$ cat src/verilog/ntm_pkg.sv
// FSM state encodings shared by the collector, the scalar multiplier and the testbench; no timing or width parameters live here
package ntm_pkg;

  //////////////////////////////////////////////////////////////////////
  // Operand collector states
  //////////////////////////////////////////////////////////////////////

  // Idle waits for START
  // Collect gathers A and B strobes
  // Push hands the finished pair to the queue
  typedef enum logic [1:0] {
    COLLECTOR_IDLE    = 2'd0,
    COLLECTOR_COLLECT = 2'd1,
    COLLECTOR_PUSH    = 2'd2
  } collector_state_t;

  //////////////////////////////////////////////////////////////////////
  // Scalar multiplier states
  //////////////////////////////////////////////////////////////////////

  // Idle pops a pair when the queue has one
  // Load clears the accumulator and the bit counter
  // Iterate runs one shift-add-reduce step per bit of b
  // Emit holds DATA_OUT_ENABLE for its single cycle
  typedef enum logic [1:0] {
    MULTIPLIER_IDLE    = 2'd0,
    MULTIPLIER_LOAD    = 2'd1,
    MULTIPLIER_ITERATE = 2'd2,
    MULTIPLIER_EMIT    = 2'd3
  } multiplier_state_t;

  // All four 2-bit codes are used by the multiplier
  // The collector leaves code 3 unused and recovers to idle from it

endpackage

$ cat src/verilog/ntm_pair_if.sv
// Push and pop sides of the pair queue; push while full is dropped and pop is only legal while empty is low
`timescale 1ns/1ns

interface ntm_pair_if #(
  parameter type PAIR_T = logic
);

  // Producer side
  logic  push;
  PAIR_T pair;
  logic  full;

  // Consumer side
  // Head valid whenever empty is low
  PAIR_T head;
  logic  empty;
  logic  pop;

  // Operand collector
  modport producer (output push, output pair, input full);

  // Queue write side
  modport store_in (input push, input pair, output full);

  // Queue read side
  modport store_out (output head, output empty, input pop);

  // Scalar multiplier
  modport consumer (input head, input empty, output pop);

endinterface

$ cat src/verilog/ntm_operand_collector.sv
// Needs SIZE_IN of at least 1 and CONTROL_SIZE no wider than DATA_SIZE; pairs finished while the queue is full are lost
`timescale 1ns/1ns

module ntm_operand_collector #(
  parameter int DATA_SIZE    = 16,
  parameter int CONTROL_SIZE = 8
) (
  input  logic                 CLK,
  input  logic                 RST,
  input  logic                 START,
  input  logic                 DATA_A_IN_ENABLE,
  input  logic                 DATA_B_IN_ENABLE,
  input  logic [DATA_SIZE-1:0] MODULO_IN,
  input  logic [DATA_SIZE-1:0] SIZE_IN,
  input  logic [DATA_SIZE-1:0] DATA_A_IN,
  input  logic [DATA_SIZE-1:0] DATA_B_IN,
  ntm_pair_if.producer         push_bus
);

  //////////////////////////////////////////////////////////////////////
  // Signals
  //////////////////////////////////////////////////////////////////////

  ntm_pkg::collector_state_t state;

  // Element position inside the current vector
  logic [CONTROL_SIZE-1:0] index;
  logic [CONTROL_SIZE-1:0] last_index;

  // Operand hold flags and their registers
  logic                 a_held;
  logic                 b_held;
  logic [DATA_SIZE-1:0] a_reg;
  logic [DATA_SIZE-1:0] b_reg;

  logic a_held_next;
  logic b_held_next;
  logic is_last;

  //////////////////////////////////////////////////////////////////////
  // Pairing
  //////////////////////////////////////////////////////////////////////

  // Flags restart after a push, so strobes in the push cycle open the next pair
  always_comb begin
    a_held_next = ((state == ntm_pkg::COLLECTOR_PUSH) ? 1'b0 : a_held) | DATA_A_IN_ENABLE;
    b_held_next = ((state == ntm_pkg::COLLECTOR_PUSH) ? 1'b0 : b_held) | DATA_B_IN_ENABLE;
  end

  assign is_last = (index == last_index);

  // Pair layout follows the top-level struct: a, b, modulo, last
  // Modulo is sampled in the push cycle itself
  assign push_bus.push = (state == ntm_pkg::COLLECTOR_PUSH);
  assign push_bus.pair = {a_reg, b_reg, MODULO_IN, is_last};

  //////////////////////////////////////////////////////////////////////
  // Control FSM
  //////////////////////////////////////////////////////////////////////

  always_ff @(posedge CLK or posedge RST) begin
    if (RST) begin
      state      <= ntm_pkg::COLLECTOR_IDLE;
      index      <= '0;
      last_index <= '0;
      a_held     <= 1'b0;
      b_held     <= 1'b0;
    end else begin
      case (state)
        ntm_pkg::COLLECTOR_IDLE: begin
          // START only counts here
          if (START) begin
            last_index <= SIZE_IN[CONTROL_SIZE-1:0] - 1'b1;
            index      <= '0;
            a_held     <= 1'b0;
            b_held     <= 1'b0;
            state      <= ntm_pkg::COLLECTOR_COLLECT;
          end
        end
        ntm_pkg::COLLECTOR_COLLECT: begin
          a_held <= a_held_next;
          b_held <= b_held_next;
          if (a_held_next && b_held_next) begin
            state <= ntm_pkg::COLLECTOR_PUSH;
          end
        end
        ntm_pkg::COLLECTOR_PUSH: begin
          if (is_last) begin
            // Vector complete
            a_held <= 1'b0;
            b_held <= 1'b0;
            state  <= ntm_pkg::COLLECTOR_IDLE;
          end else begin
            index  <= index + 1'b1;
            a_held <= a_held_next;
            b_held <= b_held_next;
            // Both operands of the next pair may already be here
            if (a_held_next && b_held_next) begin
              state <= ntm_pkg::COLLECTOR_PUSH;
            end else begin
              state <= ntm_pkg::COLLECTOR_COLLECT;
            end
          end
        end
        default: begin
          state <= ntm_pkg::COLLECTOR_IDLE;
        end
      endcase
    end
  end

  // Operand capture, only while a vector is open
  always_ff @(posedge CLK) begin
    if (state != ntm_pkg::COLLECTOR_IDLE && DATA_A_IN_ENABLE) begin
      a_reg <= DATA_A_IN;
    end
    if (state != ntm_pkg::COLLECTOR_IDLE && DATA_B_IN_ENABLE) begin
      b_reg <= DATA_B_IN;
    end
  end

endmodule

$ cat src/verilog/ntm_pair_fifo.sv
// First-word-fall-through queue; FIFO_DEPTH must be a power of two of at least 2, pushes while full are dropped
`timescale 1ns/1ns

module ntm_pair_fifo #(
  parameter int  FIFO_DEPTH = 4,
  parameter type PAIR_T     = logic
) (
  input  logic          CLK,
  input  logic          RST,
  ntm_pair_if.store_in  in_bus,
  ntm_pair_if.store_out out_bus
);

  localparam int PTR_SIZE = $clog2(FIFO_DEPTH);

  //////////////////////////////////////////////////////////////////////
  // Signals
  //////////////////////////////////////////////////////////////////////

  // Storage array
  PAIR_T mem [FIFO_DEPTH];

  // Pointers wrap on their own width
  logic [PTR_SIZE-1:0] wr_ptr;
  logic [PTR_SIZE-1:0] rd_ptr;
  logic [PTR_SIZE:0]   count;

  logic do_push;
  logic do_pop;

  //////////////////////////////////////////////////////////////////////
  // Status and head
  //////////////////////////////////////////////////////////////////////

  assign in_bus.full   = (count == (PTR_SIZE+1)'(FIFO_DEPTH));
  assign out_bus.empty = (count == '0);

  // Head falls through as soon as the entry is written
  assign out_bus.head = mem[rd_ptr];

  // Qualified requests
  assign do_push = in_bus.push && !in_bus.full;
  assign do_pop  = out_bus.pop && !out_bus.empty;

  //////////////////////////////////////////////////////////////////////
  // Pointers and occupancy
  //////////////////////////////////////////////////////////////////////

  always_ff @(posedge CLK or posedge RST) begin
    if (RST) begin
      wr_ptr <= '0;
      rd_ptr <= '0;
      count  <= '0;
    end else begin
      if (do_push) begin
        wr_ptr <= wr_ptr + 1'b1;
      end
      if (do_pop) begin
        rd_ptr <= rd_ptr + 1'b1;
      end
      // Push and pop together leave count alone
      case ({do_push, do_pop})
        2'b10:   count <= count + 1'b1;
        2'b01:   count <= count - 1'b1;
        default: count <= count;
      endcase
    end
  end

  // Entry write
  always_ff @(posedge CLK) begin
    if (do_push) begin
      mem[wr_ptr] <= in_bus.pair;
    end
  end

endmodule

$ cat src/verilog/ntm_scalar_multiplier.sv
// Operands must be below a nonzero modulo; one result per DATA_SIZE+3 cycles, head layout is a, b, modulo, last
`timescale 1ns/1ns

module ntm_scalar_multiplier #(
  parameter int DATA_SIZE = 16
) (
  input  logic                 CLK,
  input  logic                 RST,
  ntm_pair_if.consumer         pop_bus,
  output logic [DATA_SIZE-1:0] DATA_OUT,
  output logic                 DATA_OUT_ENABLE,
  output logic                 READY
);

  localparam int COUNT_SIZE = (DATA_SIZE > 1) ? $clog2(DATA_SIZE) : 1;
  localparam int PAIR_SIZE  = 3*DATA_SIZE + 1;

  //////////////////////////////////////////////////////////////////////
  // Signals
  //////////////////////////////////////////////////////////////////////

  ntm_pkg::multiplier_state_t state;

  // Flat view of the queue head
  logic [PAIR_SIZE-1:0] head_bits;

  // Operands of the pair in flight
  logic [DATA_SIZE-1:0] a_reg;
  logic [DATA_SIZE-1:0] b_reg;
  logic [DATA_SIZE-1:0] modulo_reg;
  logic                 last_reg;

  // Running remainder and scan position in b
  logic [DATA_SIZE-1:0]  acc;
  logic [COUNT_SIZE-1:0] bit_index;

  // Two guard bits cover 2*acc + a < 3*modulo
  logic [DATA_SIZE+1:0] modulo_ext;
  logic [DATA_SIZE+1:0] doubled;
  logic [DATA_SIZE+1:0] summed;
  logic [DATA_SIZE+1:0] reduced_once;
  logic [DATA_SIZE+1:0] reduced;

  //////////////////////////////////////////////////////////////////////
  // Queue side
  //////////////////////////////////////////////////////////////////////

  assign head_bits = pop_bus.head;

  // Pop in the idle cycle that sees a valid head
  assign pop_bus.pop = (state == ntm_pkg::MULTIPLIER_IDLE) && !pop_bus.empty;

  //////////////////////////////////////////////////////////////////////
  // Interleaved modular step
  //////////////////////////////////////////////////////////////////////

  // acc = (2*acc + b[i]*a) mod m, MSB of b first
  always_comb begin
    modulo_ext   = {2'b00, modulo_reg};
    doubled      = {1'b0, acc, 1'b0};
    summed       = doubled + (b_reg[bit_index] ? {2'b00, a_reg} : '0);
    reduced_once = (summed >= modulo_ext) ? summed - modulo_ext : summed;
    reduced      = (reduced_once >= modulo_ext) ? reduced_once - modulo_ext : reduced_once;
  end

  //////////////////////////////////////////////////////////////////////
  // Control FSM and outputs
  //////////////////////////////////////////////////////////////////////

  always_ff @(posedge CLK or posedge RST) begin
    if (RST) begin
      state           <= ntm_pkg::MULTIPLIER_IDLE;
      DATA_OUT        <= '0;
      DATA_OUT_ENABLE <= 1'b0;
      READY           <= 1'b0;
    end else begin
      case (state)
        ntm_pkg::MULTIPLIER_IDLE: begin
          if (!pop_bus.empty) begin
            state <= ntm_pkg::MULTIPLIER_LOAD;
          end
        end
        ntm_pkg::MULTIPLIER_LOAD: begin
          state <= ntm_pkg::MULTIPLIER_ITERATE;
        end
        ntm_pkg::MULTIPLIER_ITERATE: begin
          // Final bit; result and strobes land in the emit cycle
          if (bit_index == '0) begin
            DATA_OUT        <= reduced[DATA_SIZE-1:0];
            DATA_OUT_ENABLE <= 1'b1;
            READY           <= last_reg;
            state           <= ntm_pkg::MULTIPLIER_EMIT;
          end
        end
        ntm_pkg::MULTIPLIER_EMIT: begin
          DATA_OUT_ENABLE <= 1'b0;
          READY           <= 1'b0;
          state           <= ntm_pkg::MULTIPLIER_IDLE;
        end
        default: begin
          state <= ntm_pkg::MULTIPLIER_IDLE;
        end
      endcase
    end
  end

  // Datapath
  always_ff @(posedge CLK) begin
    if (pop_bus.pop) begin
      {a_reg, b_reg, modulo_reg, last_reg} <= head_bits;
    end
    if (state == ntm_pkg::MULTIPLIER_LOAD) begin
      acc       <= '0;
      bit_index <= COUNT_SIZE'(DATA_SIZE - 1);
    end else if (state == ntm_pkg::MULTIPLIER_ITERATE) begin
      acc       <= reduced[DATA_SIZE-1:0];
      bit_index <= bit_index - 1'b1;
    end
  end

endmodule

$ cat src/verilog/ntm_vector_multiplier.sv
// Plain strobes without handshake; keep at most FIFO_DEPTH pairs ahead of the results, operands below nonzero MODULO_IN
`timescale 1ns/1ns

module ntm_vector_multiplier #(
  parameter int DATA_SIZE    = 16,
  parameter int CONTROL_SIZE = 8,
  parameter int FIFO_DEPTH   = 4
) (
  // Global
  input  logic                 CLK,
  input  logic                 RST,

  // Control
  input  logic                 START,
  output logic                 READY,
  input  logic                 DATA_A_IN_ENABLE,
  input  logic                 DATA_B_IN_ENABLE,
  output logic                 DATA_OUT_ENABLE,

  // Data
  input  logic [DATA_SIZE-1:0] MODULO_IN,
  input  logic [DATA_SIZE-1:0] SIZE_IN,
  input  logic [DATA_SIZE-1:0] DATA_A_IN,
  input  logic [DATA_SIZE-1:0] DATA_B_IN,
  output logic [DATA_SIZE-1:0] DATA_OUT
);

  //////////////////////////////////////////////////////////////////////
  // Queue payload
  //////////////////////////////////////////////////////////////////////

  // Field order is relied on by collector and multiplier
  typedef struct packed {
    logic [DATA_SIZE-1:0] a;
    logic [DATA_SIZE-1:0] b;
    logic [DATA_SIZE-1:0] modulo;
    logic                 last;
  } operand_pair_t;

  // Collector to queue, queue to multiplier
  ntm_pair_if #(.PAIR_T(operand_pair_t)) push_bus ();
  ntm_pair_if #(.PAIR_T(operand_pair_t)) pop_bus ();

  //////////////////////////////////////////////////////////////////////
  // Blocks
  //////////////////////////////////////////////////////////////////////

  ntm_operand_collector #(
    .DATA_SIZE   (DATA_SIZE),
    .CONTROL_SIZE(CONTROL_SIZE)
  ) operand_collector (
    .CLK             (CLK),
    .RST             (RST),
    .START           (START),
    .DATA_A_IN_ENABLE(DATA_A_IN_ENABLE),
    .DATA_B_IN_ENABLE(DATA_B_IN_ENABLE),
    .MODULO_IN       (MODULO_IN),
    .SIZE_IN         (SIZE_IN),
    .DATA_A_IN       (DATA_A_IN),
    .DATA_B_IN       (DATA_B_IN),
    .push_bus        (push_bus.producer)
  );

  ntm_pair_fifo #(
    .FIFO_DEPTH(FIFO_DEPTH),
    .PAIR_T    (operand_pair_t)
  ) pair_fifo (
    .CLK    (CLK),
    .RST    (RST),
    .in_bus (push_bus.store_in),
    .out_bus(pop_bus.store_out)
  );

  ntm_scalar_multiplier #(
    .DATA_SIZE(DATA_SIZE)
  ) scalar_multiplier (
    .CLK            (CLK),
    .RST            (RST),
    .pop_bus        (pop_bus.consumer),
    .DATA_OUT       (DATA_OUT),
    .DATA_OUT_ENABLE(DATA_OUT_ENABLE),
    .READY          (READY)
  );

endmodule

$ cat config.mk
export PLATFORM = sky130hd
export DESIGN_NAME = ntm_vector_multiplier
export DESIGN_NICKNAME = d
export VERILOG_FILES = /design/src/verilog/ntm_pkg.sv /design/src/verilog/ntm_pair_if.sv /design/src/verilog/ntm_operand_collector.sv /design/src/verilog/ntm_pair_fifo.sv /design/src/verilog/ntm_scalar_multiplier.sv /design/src/verilog/ntm_vector_multiplier.sv
export SDC_FILE = /design/constraint.sdc
export NUM_CORES = 1
export LEC_CHECK = 0
export ABC_CLOCK_PERIOD_IN_PS = 8800
export BUFFER_PORTS_ARGS = -buffer_cell sky130_fd_sc_hd__buf_2
export CORE_MARGIN = 8
export CORE_UTILIZATION = 37
export CTS_CLUSTER_DIAMETER = 80
export DETAILED_ROUTE_END_ITERATION = 12
export SYNTH_ARGS = -nofsm -noshare
export SYNTH_HDL_FRONTEND = slang
export SYNTH_HIERARCHICAL = 1
export SYNTH_SLANG_ARGS = --single-unit
$ cat constraint.sdc
create_clock -name CLK -period 8.8 [get_ports CLK]
set_input_delay 0.88 -clock CLK [delete_from_list [all_inputs] [get_ports CLK]]
set_output_delay 0.88 -clock CLK [all_outputs]
set_load 0.005 [all_outputs]
==> out/metrics.cfg <==
[outcome]
run_status=finished clean

[sta]
hold_ws_ns=0.307
worst_slack_ns=0.374
fin_skew_ns=0.0207
maxSlewViolCount=0
tightest_slew_ns=0.892
setup_viol=0
min_period_over_period_pct=95.8
relSlewSlack_pct=40.4
period_minus_slack_ns=8.43
max_freq_ghz=0.119
finalHoldViolCount=0

[floorplanning]
dieArea_um2=50200
coreArea_um2=42900
start_util_pct=37.3
core.rowCount=76
die-width_um=224
ioPinCount=87
dieHeight_um=224

[flow_run]
timing.max_cap.violations=0

[drt]
wire_per_inst_um=17.6
viasPerCell=5.03
ant_nets=0
wl_mm=32.4
drc=0
vias=9247
first_pass_iters=5
drt_iter0_drc=467

[final_layout]
regMostFlops=pair_fifo/mem
ff_latch_area_um2=9900
design_area_um2=18500
drive_gt1_share_pct=22.5
antennaDiodeCount=0
areaGrowthSynthToFinish_pct=15.3
multi_input_area_um2=5630
largest_register_ffs=196
final_nets=1362
fillers=3931

[placement]
gp_congestion=0.872
post-place-ws_ns=0.145
dpl.hpwl_mm=22.2
io_buffers=78
place_area_um2=17200

[synth]
syn_inst=1107
synth_area_um2=16000
synth-seq-area-share_pct=61.8
syn_nets=1244
synth_edf_count=277
synth_cell_type_count=79
syn_area_per_cell_um2=14.5
synth-seq-cells=344
async_flop_share_pct=13.7
yosys_warnings=6
synthFlopType=edfxtp_1

[setup_path]
crit_path_start=scalar_multiplier/bit_index[0]
crit_slowest_cell=or4_4
crit_required_ns=9.26
path_class=reg2reg
cp-start-kind=register
worstPathArrival_ns=8.89
cp-end-kind=register
r2r-start=scalar_multiplier/bit_index[0]
slowest_delay_ns=0.54
path_max_fanout=12

[cts]
clk_latency_ns=0.56
cts_hold_buf=0
numCtsBuffers=38
cts_sinks=344
clk_path_buf_depth=3
h-tree-depth=2
cts-root-buf=clkbuf_16
path_clk_slew_ns=0.06
cts_tree=built

[min_path]
holdCritPathClass=in2async

[global_route]
grt_usage_pct=12.9
use_met1_pct=15.9
grt_antenna_before_repair=3
grt_max_degree=50
use_met2_pct=21.6
grt_busiest_layer=met2
grtUsageMet3_pct=3.07
grt_pass1_vias=9506
gr-total-overflow=0
grt_pass1_wl_mm=51.1

timing repair:
item,4_1_cts,5_1_grt
endpoints found under the setup margin,0,32
buffers inserted,0,1
resized for setup,0,18
final cells by class:
type,instances,area share (%)
Sequential cell,344,53.6
Multi-Input combinational cell,657,30.5
Clock buffer,50,5.45
Timing Repair Buffer,129,4.35
Tap cell,585,3.96
Inverter,55,1.12
Clock inverter,20,1.03
per-stage QoR:
step | cells | TNS, ns | util [%]
2_1_floorplan | 1107 | 0 | -
3_3_place_gp | 1768 | 0 | 40.0
3_5_place_dp | 1768 | 0 | 40.0
4_1_cts | 1838 | 0 | 42.8
5_1_grt | 1840 | -0.0378 | 43.1
6_report | 1840 | 0 | 43.1
cell families after synthesis:
kind of cell	count (synthesis)	synth area share [%]
AO/OA/AOI/OAI	195	8.37
XOR/XNOR	57	3.12
adder cells (fa/ha/maj)	68	5.50
buffers and inverters	106	3.70
flip-flops	344	61.8
multiplexers	84	9.49
AND/OR/NAND/NOR	253	8.03
path summary, 6_finish.rpt:
check                                                  to  slack [ns]  depth (start not counted)
min in group CLK           scalar_multiplier/DATA_OUT[12]        0.47                          2
max in group asynchronous   scalar_multiplier/DATA_OUT[9]        7.68                          2
min                                   pair_fifo/wr_ptr[1]        0.31                          2
min reg2reg                scalar_multiplier/DATA_OUT[12]        0.47                          2
max                              scalar_multiplier/acc[1]        0.37                         35
max reg2reg                      scalar_multiplier/acc[1]        0.37                         35
per-layer routing:
layer | routed length, µm | part of all wire [%]
met1 | 14100 | 44
met2 | 15700 | 48
met3 | 1650 | 5.1
met4 | 973 | 3.0
met5 | 27 | 0.083
cell usage after synthesis (13+ instances only):
cell type	count	area (µm²)
buf_4	19	143
a21oi_1	37	185
dfxtp_1	20	400
mux4_2	52	1170
o21a_1	13	97.6
a211oi_1	25	188
xor2_1	26	228
and2_1	21	131
xnor2_1	31	272
nand2b_1	15	93.8
ha_1	64	801
mux2i_1	21	210
clkbuf_1	17	63.8
edfxtp_1	277	8320
dfrtp_1	47	1180
nor2_1	54	203
nand2_1	75	282
o21ai_0	44	220
nand3_1	18	90.1
inv_1	55	206
nor3_1	20	100
critical path, delay by kind of cell, from the launching register on:
family	cells	cell delay, ns
flops	1	0.37
mux	3	1.16
compound gates	12	2.72
fa+ha+maj	4	0.96
buf+inv	4	0.64
xor+xnor	1	0.18
simple gates	11	2.27
cells in the final DEF (no fill, tap or decap), types with 8 or more instances in the layout:
cell / synthesis / layout
ha_1: 64 / 63
clkbuf_16: 0 / 39
buf_2: 6 / 78
mux4_2: 52 / 52
nand2b_1: 15 / 15
o21a_1: 13 / 12
nor3_1: 20 / 20
clkinv_1: 0 / 9
nand2_1: 75 / 75
clkbuf_1: 17 / 11
and2_1: 21 / 17
nor2_1: 54 / 53
mux2i_1: 21 / 21
o21ai_0: 44 / 43
a211oi_1: 25 / 23
nand3_1: 18 / 18
a21o_1: 8 / 8
inv_1: 55 / 55
edfxtp_1: 277 / 277
dfxtp_1: 20 / 19
xor2_1: 26 / 26
mux2_2: 10 / 10
dfrtp_1: 47 / 45
a21oi_1: 37 / 36
xnor2_1: 31 / 30
nor2b_1: 10 / 9
buf_4: 19 / 49
Power is not shown: default switching activity piles up to over one toggle a cycle in this logic, so the estimate is an artifact.
